--- src/include/boa_defines.svh ---
/*
 * RV32I constants for the front end.
 * Trap cause codes and the opcodes that pre-decode recognizes.
 */
`ifndef BOA_DEFINES_SVH
`define BOA_DEFINES_SVH

// Instruction address misaligned.
`define RV_ECAUSE_IALIGN 4'd0

// Jump and link, unconditional.
`define RV_OP_JAL        7'b1101111
// Conditional branches, all funct3 variants.
`define RV_OP_BRANCH     7'b1100011

`endif

--- src/boa_pkg.sv ---
/*
 * Front end shared types.
 * Memory request and response, the fetch result and the PC format.
 */
`default_nettype none

package boa_pkg;

    // Instruction PC in halfword units.
    // Bit 0 of a byte address is always zero and is not stored.
    typedef logic [31:1] pc_t;

    // Program memory read request.
    typedef struct packed {
        // Read enable.
        logic        re;
        // Word address.
        logic [31:2] addr;
    } mem_req_t;

    // Program memory read response.
    typedef struct packed {
        // Data word matches the last accepted address.
        logic        ready;
        // Read data.
        logic [31:0] rdata;
    } mem_resp_t;

    // One fetched instruction, or an alignment trap in its place.
    typedef struct packed {
        // Instruction word is usable.
        logic        valid;
        // PC of this entry.
        pc_t         pc;
        // Raw instruction word.
        logic [31:0] insn;
        // Trap instead of an instruction.
        logic        trap;
        // Trap cause code.
        logic [3:0]  cause;
    } fetch_t;

    // Default program memory depth in words.
    localparam int mem_words = 256;

endpackage

`default_nettype wire

--- src/boa_stage_pd.sv ---
/*
 * Pre-decode stage.
 * Registers fetch results, predicts JAL and backward branches,
 * and holds its output under stall.
 */
`timescale 1ns/1ps
`default_nettype none
`include "boa_defines.svh"

module boa_stage_pd (
    input  logic            clk,
    input  logic            rst,
    input  logic            stall,
    input  logic            correct,
    input  boa_pkg::fetch_t in,
    output boa_pkg::fetch_t out,
    output logic            predict,
    output boa_pkg::pc_t    predict_target,
    output logic            clear
);
    import boa_pkg::*;

    // Control part of the held entry.
    logic        held_valid;
    logic        held_trap;
    // Payload part of the held entry.
    pc_t         held_pc;
    logic [31:0] held_insn;
    logic [3:0]  held_cause;

    logic [6:0]  opcode;
    // Immediates in halfword units, sign-extended to PC width.
    pc_t         j_off;
    pc_t         b_off;
    logic        is_jal;
    logic        is_back_branch;
    logic        hit;

    // Correction empties the register, stall or not.
    always_ff @(posedge clk) begin
        if (rst || correct) begin
            held_valid <= 1'b0;
            held_trap  <= 1'b0;
        end else if (!stall) begin
            held_valid <= in.valid;
            held_trap  <= in.trap;
        end
    end

    always_ff @(posedge clk) begin
        if (!stall) begin
            held_pc    <= in.pc;
            held_insn  <= in.insn;
            held_cause <= in.cause;
        end
    end

    assign opcode = held_insn[6:0];

    // J-immediate, bit 0 dropped.
    assign j_off = {{11{held_insn[31]}}, held_insn[31], held_insn[19:12],
                    held_insn[20], held_insn[30:21]};

    // B-immediate, bit 0 dropped.
    assign b_off = {{19{held_insn[31]}}, held_insn[31], held_insn[7],
                    held_insn[30:25], held_insn[11:8]};

    assign is_jal = (opcode == `RV_OP_JAL);

    // Negative offset only.
    // funct3 010 and 011 are not branches.
    assign is_back_branch = (opcode == `RV_OP_BRANCH)
                          && (held_insn[14:13] != 2'b01)
                          && held_insn[31];

    // Traps carry no usable word.
    assign hit = held_valid && (is_jal || is_back_branch);

    // Fires only in the cycle the entry is consumed, so once per entry.
    assign predict        = hit && !stall;
    assign predict_target = held_pc + (is_jal ? j_off : b_off);

    // Squash the fetch in flight on any redirect.
    assign clear = predict || correct;

    assign out = '{valid: held_valid, pc: held_pc, insn: held_insn,
                   trap: held_trap, cause: held_cause};

endmodule

`default_nettype wire

--- config.mk ---
export PLATFORM = sky130hd
export DESIGN_NAME = boa_stage_pd
export DESIGN_NICKNAME = d
export VERILOG_FILES = /design/src/boa_pkg.sv /design/src/boa_stage_pd.sv
export VERILOG_INCLUDE_DIRS = /design/src /design/src/include
export SDC_FILE = /design/constraint.sdc
export NUM_CORES = 1
export LEC_CHECK = 0
export BUFFER_PORTS_ARGS = -buffer_cell sky130_fd_sc_hd__buf_4
export CORE_UTILIZATION = 52
export DETAILED_ROUTE_END_ITERATION = 10
export PLACE_DENSITY = 0.93
export SLEW_MARGIN = 10
export SYNTH_ARGS = -nofsm -noshare
export SYNTH_HDL_FRONTEND = slang
export SYNTH_SLANG_ARGS = --single-unit
--- constraint.sdc ---
create_clock -name clk -period 8.95 [get_ports clk]
set_clock_uncertainty 0.1 [all_clocks]
set_input_delay 1.79 -clock clk [delete_from_list [all_inputs] [get_ports clk]]
set_output_delay 1.79 -clock clk [all_outputs]
set_load 0.03 [all_outputs]
==> metrics.txt <==
Hold Buf Count CTS 0; cell breakdown of the critical path nor2b_1 > nand4_1 > nor2_1 > nor2b_1 > a21o_1 > ha_1 > and2_1 > nand3_1 > nor3_2 > nor4b_1 > nor2_1 > mux2_1 > buf_4; Syn Inst Count 362; met3 WL 654 um; CTS clk-pin slew, worst paths 0.08 ns; first-pass GRT wire length 17,100 um; Layout Nets 645; min-delay src held_trap; total CTS buffers 9; post-route setup slack 2.73 ns; area share of the largest cell type after synthesis 49.1%; layout cell share with drive strength beyond 1 37.9%; FMAX 0.161 GHz; Slew headroom 33.8%; P_leak 2.53 nW; die area 8240 sq um; syn nets 469; Top Layer Used met4; most common cell after layout, fill and taps aside buf_4; Post-Synthesis Cell Area 4100 sq um; Max IR drop VDD 163 uV; port bufs 174; Pre-antenna DRT Iters 4; clk sinks 69; Place WS 3.15 ns; Detail Placement HPWL 8370 um; Crit path max-delay family simple AND/OR/NAND/NOR gates; crit-path max FO 14; RSZ-0062 raised after global routing false; Routed WL 10,800 um; reg2reg start held_valid; Synthesis Warnings 0; H-tree depth 3; stages on the worst setup path 13; Ports 175; Post-CTS Resized 0; min-delay worst type flop to flop; CORE AREA 7690 sq um; most frequent cells in the layout buf_4 (175), edfxtp_1 (67), a21oi_1 (35); Initial Util 53.3%; area leader, netlist edfxtp_1; synthesis-to-layout area growth 38.2%; critical path's largest stage delay 0.77 ns; All-Layer GR Usage 26.6%; R2R cell count 2; Worst-Margin Slew 0.989 ns; pin count of the biggest net entering global routing 40; gp weighted congestion 0.914; pwr dens 202 nW/um^2; WP data required 7.06 ns; post-DR wirelength/cell 16.8 um; wire length on met1 4520 um; antenna violations before repair 0; Final Hold Fails 0; fin. max-slew vios 0; postcts setup bufs 0; drt initial violations 159; maxcap violations 0; grt ovf 0; antenna violation net count after detailed routing 0; Hold EP held_trap; crit path kind flop to primary output; CTS Buffer Depth 2; Vias/cell 5.60; FFs w/ async S/R, synth 0%; register area share after synthesis 50.1%; Slowest-stage cell, CP nor2_1; metal2 WL 5380 um; chip height 90.8 um; Via Count 3,610; Avg Cell Area, Syn 11.3 sq um; Final TNS setup 0 ns; CP bufs+invs 1; Netlist cell types 55; Clock Latency Late Sink 0.34 ns; Final setup viols 0; status completed; synthesized flop and latch total 69; Most used DFF post-synth edfxtp_1; top cells by area, synth edfxtp_1 (49%), ha_1 (10%), a21oi_1 (4.3%), xnor2_1 (3.6%), a21o_1 (2.9%); Critical Path Sink Type primary output; drt drc 0; CP Data Arrival Time 4.33 ns; period utilisation layout 69.5%; vias in the first global route 3,607; number of flops mapped to enable cells by yosys 67; hold depth 2; post-route minimum period 6.22 ns; die width 90.8 um; Antenna diodes 0; reg2reg end held_valid; clk root buf clkbuf_8; Critical Path Start Type flop; CTS tree built; FP Rows 32; FF-to-FF setup slack 8.20 ns
metrics by stage:
| step | power [mW] | area, sq um | util [%] | hold slack [ns] | instances |
|---|---|---|---|---|---|
| CTS | 1.15 | 5660 | 73.7 | 0.437 | 645 |
| floorplan | 0.733 | 4100 | - | 0.401 | 362 |
| detailed placement | 0.913 | 5490 | 71.4 | 0.428 | 629 |
| finish | 1.14 | 5660 | 73.7 | 0.436 | 645 |
| global route | 1.19 | 5660 | 73.7 | 0.495 | 645 |
| global placement | 0.905 | 5490 | 71.4 | 0.418 | 629 |
layer usage:
layer,vias up,global-route usage [%]
li1,1722,-
met1,1719,32.3
met2,146,45.0
met3,23,5.89
met4,0,12.2
met5,-,0
cell usage after synthesis (3+ instances only):
master / count
edfxtp_1: 67
a21oi_1: 35
ha_1: 33
nand2_1: 29
nor2_1: 20
o21ai_0: 17
xnor2_1: 17
a21o_1: 16
inv_1: 16
nand3_1: 11
xor2_1: 9
a211oi_1: 7
nor3_1: 7
and3_1: 5
clkbuf_1: 5
mux2_2: 5
nor2b_1: 4
o211ai_1: 4
o21bai_1: 4
and2_1: 3
buf_2: 3
mux2i_1: 3
o2111ai_1: 3
worst max path at each step:
stage            startpoint                 end  slack, ns
2_1_floorplan         stall               clear       3.23
3_3_place_gp   held_insn[4]  predict_target[25]       3.26
3_5_place_dp   held_insn[4]  predict_target[30]       3.15
4_1_cts        held_insn[4]  predict_target[30]       2.75
5_1_grt        held_insn[4]  predict_target[27]       2.23
6_report       held_insn[4]  predict_target[27]       2.73
area by class of cell:
cell class                      instances  area, sq um
Timing Repair Buffer                  175         1310
Tap cell                              102          128
Sequential cell                        69         2050
Fill cell                             571         2020
Inverter                               16         60.1
Multi-Input combinational cell        267         1940
Clock buffer                           10          128
Clock inverter                          6         46.3
power breakdown:
| part | switching [mW] | leakage, nW | internal (mW) |
|---|---|---|---|
| clock | 0.130 | 0.0833 | 0.103 |
| combinational | 0.316 | 1.77 | 0.195 |
| sequential | 0.0175 | 0.672 | 0.383 |
kinds of logic (layout without fill, tap and decap cells):
kind of cell | after synthesis | count (layout) | synth area share [%]
AOI/OAI and AO/OA | 107 | 107 | 17.7
xor gates and xnor gates | 26 | 26 | 5.56
adders and majority gates | 34 | 34 | 10.6
buffers and inverters | 26 | 207 | 2.66
DFF | 69 | 69 | 50.1
muxes | 9 | 9 | 2.38
and+or+nand+nor | 91 | 91 | 11.1
worst register-to-register path: cells and delay by family (launching register included):
family           cells  cell delay, ns
DFF                  1            0.36
and+or+nand+nor      1            0.13
muxes                1            0.09
sequential cells by signal, summed over array words and instances (netlist names):
signal / cells
held_insn: 32
held_pc: 31
held_cause: 4
held_trap: 1
held_valid: 1
No activity file was read; power rests on OpenSTA's default activity.
