`config.mk`:
```
export PLATFORM = sky130hd
export DESIGN_NAME = boa_stage_if
export DESIGN_NICKNAME = d
export VERILOG_FILES = /design/src/boa_pkg.sv /design/src/boa_stage_if.sv
export VERILOG_INCLUDE_DIRS = /design/src /design/src/include
export SDC_FILE = /design/constraint.sdc
export NUM_CORES = 1
export LEC_CHECK = 0
export BUFFER_PORTS_ARGS = -buffer_cell sky130_fd_sc_hd__buf_4
export CORE_ASPECT_RATIO = 1.5
export CORE_MARGIN = 3
export CORE_UTILIZATION = 44
export CTS_BUF_LIST = sky130_fd_sc_hd__clkbuf_4 sky130_fd_sc_hd__clkbuf_8
export DETAILED_ROUTE_END_ITERATION = 10
export PLACE_DENSITY_LB_ADDON = 0.12
export SYNTH_ARGS = -nofsm -noshare
export SYNTH_HDL_FRONTEND = slang
export SYNTH_SLANG_ARGS = --single-unit
```
`constraint.sdc`:
```
create_clock -name clk -period 3.2 [get_ports clk]
set_clock_uncertainty 0.2 [all_clocks]
set_input_delay 0 -clock clk [delete_from_list [all_inputs] [get_ports clk]]
set_output_delay 0 -clock clk [all_outputs]
set_load 0.05 [all_outputs]
```
`src/include/boa_defines.svh`:
```
/*
 * RV32I constants for the front end.
 * Trap cause codes and the opcodes that pre-decode recognizes.
 */
`ifndef BOA_DEFINES_SVH
`define BOA_DEFINES_SVH

// Instruction address misaligned.
`define RV_ECAUSE_IALIGN 4'd0

// Jump and link, unconditional.
`define RV_OP_JAL        7'b1101111
// Conditional branches, all funct3 variants.
`define RV_OP_BRANCH     7'b1100011

`endif

```
`src/boa_pkg.sv`:
```
/*
 * Front end shared types.
 * Memory request and response, the fetch result and the PC format.
 */
`default_nettype none

package boa_pkg;

    // Instruction PC in halfword units.
    // Bit 0 of a byte address is always zero and is not stored.
    typedef logic [31:1] pc_t;

    // Program memory read request.
    typedef struct packed {
        // Read enable.
        logic        re;
        // Word address.
        logic [31:2] addr;
    } mem_req_t;

    // Program memory read response.
    typedef struct packed {
        // Data word matches the last accepted address.
        logic        ready;
        // Read data.
        logic [31:0] rdata;
    } mem_resp_t;

    // One fetched instruction, or an alignment trap in its place.
    typedef struct packed {
        // Instruction word is usable.
        logic        valid;
        // PC of this entry.
        pc_t         pc;
        // Raw instruction word.
        logic [31:0] insn;
        // Trap instead of an instruction.
        logic        trap;
        // Trap cause code.
        logic [3:0]  cause;
    } fetch_t;

    // Default program memory depth in words.
    localparam int mem_words = 256;

endpackage

`default_nettype wire

```
`src/boa_stage_if.sv`:
```
/*
 * Instruction fetch stage.
 * Holds the PC, picks the next fetch word by redirect priority and
 * turns memory responses into fetch results or alignment traps.
 */
`timescale 1ns/1ps
`default_nettype none
`include "boa_defines.svh"

module boa_stage_if #(
    parameter logic [31:0] entrypoint = 32'h0000_0000
) (
    input  logic               clk,
    input  logic               rst,
    input  logic               clear,
    output boa_pkg::mem_req_t  mem_req,
    input  boa_pkg::mem_resp_t mem_resp,
    output boa_pkg::fetch_t    result,
    input  logic               predict,
    input  boa_pkg::pc_t       predict_target,
    input  logic               correct,
    input  boa_pkg::pc_t       correct_target,
    input  logic               stall
);
    import boa_pkg::*;

    // Current fetch PC.
    pc_t         pc;
    // PC for the next cycle.
    pc_t         pc_next;
    // Word after the current one.
    logic [31:2] seq_addr;
    // Result of this cycle is thrown away.
    logic        squash;
    // PC register moves this cycle.
    logic        advance;

    assign seq_addr = pc[31:2] + 30'd1;
    assign squash   = predict || correct || clear;

    // A correction must land even under stall.
    // Otherwise it would be lost, so it forces the PC and the request.
    assign advance  = !stall || correct;

    // Redirect priority.
    always_comb begin
        mem_req.re = advance;
        if (correct) begin
            mem_req.addr = correct_target[31:2];
            pc_next      = correct_target;
        end else if (predict) begin
            mem_req.addr = predict_target[31:2];
            pc_next      = predict_target;
        end else if (mem_resp.ready) begin
            // Word done, go sequential.
            // A misaligned PC also lands on the next aligned word here.
            mem_req.addr = seq_addr;
            pc_next      = {seq_addr, 1'b0};
        end else begin
            // Still waiting. Keep asking for the same word.
            mem_req.addr = pc[31:2];
            pc_next      = pc;
        end
    end

    always_ff @(posedge clk) begin
        if (rst) begin
            pc <= entrypoint[31:1];
        end else if (advance) begin
            pc <= pc_next;
        end
    end

    // Result straight from the memory response.
    // PC bit 1 set means a misaligned target, reported as a trap.
    always_comb begin
        result.valid = mem_resp.ready && !squash && !pc[1];
        result.trap  = mem_resp.ready && !squash && pc[1];
        result.pc    = pc;
        result.insn  = mem_resp.rdata;
        result.cause = `RV_ECAUSE_IALIGN;
    end

endmodule

`default_nettype wire

```
==> summary.md <==
Finish
* register name with the most flops: pc
* P&R area growth vs syn: 50.13%
* flip-flop count of the largest register after layout: 31
* biggest registers after layout: pc (31)
* number of nets at the end of the flow: 718
* antenna diode instance count: 0
* proportion of layout cells with a drive suffix above 1: 0.2614
* share of the core filled with cells in the final layout: 0.6975

Worst hold path
* critical hold path startpoint: correct_target[29]
* Hold Path Sink: pc[29]
* Worst Hold Depth: 4
* min-delay worst type: primary input to flip-flop

CTS
* total number of clock tree sinks: 31
* number of levels the H-tree was split into: 2
* clock edge transition at the registers on the reported setup and hold paths: 70 ps
* count of instances resized after the clock tree is built: 0
* total CTS buffers: 5
* clock root buffer master: sky130_fd_sc_hd__clkbuf_8
* CTS tree: done
* number of buffers between clock root and the deepest sink: 2
* clock latency on the worst-skew pair: 280 ps

Synthesis
* top cells by instance count after synthesis: 49 x sky130_fd_sc_hd__o21ai_0, 44 x sky130_fd_sc_hd__nor2_1, 41 x sky130_fd_sc_hd__buf_4, 31 x sky130_fd_sc_hd__dfxtp_1, 29 x sky130_fd_sc_hd__a22oi_1
* most used standard cell by instance count after synthesis: sky130_fd_sc_hd__o21ai_0
* Yosys warnings: 0
* number of register bits inferred by synthesis: 31
* leading area contributor after synthesis: sky130_fd_sc_hd__dfxtp_1
* basic-gate share of the synthesized area counting and, or, nand and nor cells: 0.2744
* async set-or-reset flop fraction in the synthesized netlist: 0
* fraction of synthesized cell area taken by the top area cell type: 0.1898
* Post-Syn Area per Cell: 7.046 um^2
* post-synthesis cell count: 464
* Top FF cell, synth: sky130_fd_sc_hd__dfxtp_1
* dominant combinational cell family by area after synthesis: compound AO/OA/AOI/OAI gates
* post-synthesis instance area: 0.003269 mm^2
* dominant cells by area after synthesis: sky130_fd_sc_hd__dfxtp_1 19%, sky130_fd_sc_hd__buf_4 9.4%, sky130_fd_sc_hd__o21ai_0 7.5%, sky130_fd_sc_hd__a22oi_1 6.7%, sky130_fd_sc_hd__xor2_1 6.2%
* arithmetic-cell share of the synthesized area counting full adders, half adders and majority gates: 0.003827
* fraction of synthesized cell area in xor and xnor cells: 0.07233
* post-synthesis compound-gate area fraction: 0.2843
* count of flip-flops with a built-in enable after synthesis: 0
* mux cell area share after synthesis: 0.02449
* share of the yosys chip area belonging to registers: 0.1898
* distinct cell type count after synthesis: 52

Global routing
* initial antenna violation count: 0
* first-pass GRT wire length: 19.57 mm
* total congestion overflow: 0
* pin count of the biggest net entering global routing: 45
* number of global-route vias before repair: 4,013
* gr usage total: 0.2732

Setup path
* arrival time of the worst setup path: 2910 ps
* worst-path cell chain: nand3_4 -> nor4_4 -> nand4_1 -> or4_1 -> a31oi_1 -> dlygate4sd3_1
* worst reg2reg setup slack: 320 ps
* CP max stage cell: sky130_fd_sc_hd__dfxtp_1
* category of the worst setup path capture point: flip-flop
* launching point of the worst reg2reg path: pc[11]
* worst flop-to-flop path endpoint: pc[16]
* highest net fanout along the worst path: 12
* startpoint-to-endpoint class of the critical path: flip-flop to flip-flop
* worst endpoint required time: 3220 ps
* category of the worst setup path launch point: flip-flop
* cell count of the worst reg-to-reg path: 6
* count of buffer and inverter cells on the critical path: 1
* largest stage delay on the critical path: 600 ps
* category of cells accounting for the largest share of critical-path delay: simple AND/OR/NAND/NOR gates

Die
* die extent in y: 111.6 um
* placeable core area: 0.007037 mm^2
* Top-Level Pins: 201
* Die ar.: 0.008522 mm^2
* floorplan row count: 37
* starting utilization of the core area: 0.4646
* width of the die: 76.38 um

Timing
* Slew @ Worst Pin: 604.7 ps
* highest clock frequency the design can meet: 0.3468 GHz
* worst hold margin: -1.407 ps
* clock period minus worst slack: 2884 ps
* Final Cycle Share: 0.9011
* slew margin rel.: 0.5932
* endpoints failing setup: 0
* Slew Viols, Final: 0
* final count of hold timing violations: 1
* final total negative setup slack: 0 ps
* RSZ-0062 raised after global routing: no

Detailed routing
* First DRT Iteration DRCs: 214
* number of optimization iterations in the first detailed-route pass: 7
* Antenna Nets Post-Route: 0
* via total after detailed routing: 4,125
* via/cell ratio: 5.785
* number of remaining DRC errors: 0
* Avg WL per Cell: 17.03 um
* drt total wl: 12.14 mm

Power
* Power Density: 329.1 mW/mm^2
* Max IR drop VDD: 0.2383 mV
* Leak Pwr: 2.066 nW

Status
* violations in the final reports: negative hold slack
* run status: complete, but fails checks

Placed design
* half-perimeter wire length after placement: 7.986 mm
* Routability Congestion: 0.8467
* number of buffers inserted by port buffering: 132

Job
* max-cap violations: 0

-- how the worst max path moves through the flow --
stage,depth (start not counted),slack [ps],end,startpoint
after floorplan,7,0.002,mem_req[10],pc[1]
after global placement,7,910,mem_req[14],pc[1]
after detailed placement,7,860,mem_req[14],pc[1]
after CTS,6,390,pc[16],pc[11]
after global routing,6,120,pc[16],pc[11]
final,6,320,pc[16],pc[11]
-- final cells by class --
type / instances / area (um^2)
tap: 97 / 121.4
timing repair buffer: 223 / 1884
fill: 625 / 2128
clock inverter: 1 / 5.005
clock buffer: 6 / 82.58
inverter: 5 / 18.77
sequential: 31 / 620.6
multi-input combinational: 350 / 2176
-- cells in the final DEF, fill, tap and decap left out, types with 2 or more instances in the layout --
cell type	synthesis	routed
sky130_fd_sc_hd__a21o_1	4	4
sky130_fd_sc_hd__or2_2	2	2
sky130_fd_sc_hd__and2_1	6	6
sky130_fd_sc_hd__o221a_2	2	2
sky130_fd_sc_hd__inv_1	5	5
sky130_fd_sc_hd__nor2b_1	6	5
sky130_fd_sc_hd__nand2_1	22	22
sky130_fd_sc_hd__o21ai_0	49	44
sky130_fd_sc_hd__dlygate4sd3_1	0	84
sky130_fd_sc_hd__o31a_1	4	4
sky130_fd_sc_hd__conb_1	1	4
sky130_fd_sc_hd__nand3_4	2	2
sky130_fd_sc_hd__o32ai_1	2	2
sky130_fd_sc_hd__xor2_1	23	23
sky130_fd_sc_hd__a22oi_1	29	29
sky130_fd_sc_hd__and4_1	4	4
sky130_fd_sc_hd__nand4b_1	2	2
sky130_fd_sc_hd__nand3b_1	2	2
sky130_fd_sc_hd__a31oi_1	10	10
sky130_fd_sc_hd__dfxtp_1	31	31
sky130_fd_sc_hd__clkbuf_8	0	6
sky130_fd_sc_hd__o31ai_1	6	6
sky130_fd_sc_hd__nand4_1	24	24
sky130_fd_sc_hd__nor3_1	6	6
sky130_fd_sc_hd__o41ai_1	2	2
sky130_fd_sc_hd__mux2i_1	8	8
sky130_fd_sc_hd__buf_4	41	139
sky130_fd_sc_hd__a21oi_1	25	25
sky130_fd_sc_hd__nor4_4	2	2
sky130_fd_sc_hd__nand3_1	19	19
sky130_fd_sc_hd__nor2_1	44	43
sky130_fd_sc_hd__xnor2_1	4	4
sky130_fd_sc_hd__and3_1	8	8
sky130_fd_sc_hd__nand2b_1	5	5
sky130_fd_sc_hd__o22ai_1	7	7
sky130_fd_sc_hd__o21ai_1	0	5
sky130_fd_sc_hd__nand2_2	2	2
-- what timing repair did --
item | in CTS | in global routing
setup endpoints to repair | 0 | 0
endpoints found under the hold margin | 60 | 0
buffers inserted | 0 | 0
hold buffers | 84 | 0
-- worst register-to-register path, stage by stage (launching register included) --
cell                            delay [ps]
sky130_fd_sc_hd__dfxtp_1               600
sky130_fd_sc_hd__nand3_4               180
sky130_fd_sc_hd__nor4_4                440
sky130_fd_sc_hd__nand4_1               190
sky130_fd_sc_hd__or4_1                 440
sky130_fd_sc_hd__a31oi_1               190
sky130_fd_sc_hd__dlygate4sd3_1         580
-- where the power goes --
part	switching (mW)	internal, mW
clock network	0.159	0.169
registers	0.0630	0.416
logic	0.512	0.297
-- metrics by stage --
step | total power, mW | cell area, um^2 | worst slack (ps) | hold WS [ps] | std cells
after floorplan | 1.013 | 3281 | 0.001554 | -33.28 | 467
after global placement | 1.115 | 3980 | 908.1 | -199.7 | 622
after detailed placement | 1.120 | 3980 | 863.9 | -199.7 | 622
after CTS | 1.610 | 4908 | 393.6 | 0.8916 | 713
after global routing | 1.679 | 4908 | 116.0 | 23.72 | 713
final | 1.615 | 4908 | 316.4 | -1.407 | 713
-- cell families (layout without fill, tap and decap cells) --
kind of cell,count (synthesis),in the layout
and+or+nand+nor,162,162
AOI/OAI and AO/OA,148,148
buffers and inverters,86,235
DFF,31,31
xor gates and xnor gates,27,27
muxes,8,8
adders and majority gates,1,1
other,1,4
-- metal layers --
| metal | vias to the layer above | wire, um | global-route usage |
|---|---|---|---|
| li1 | 1957 | - | - |
| met3 | 23 | 810 | 0.05178 |
| met4 | 0 | 210 | 0.08464 |
| met5 | - | 0 | 0 |
| met2 | 192 | 6550 | 0.5267 |
| met1 | 1953 | 4571 | 0.2951 |
Note: power is estimated with default switching activity, not from simulation.
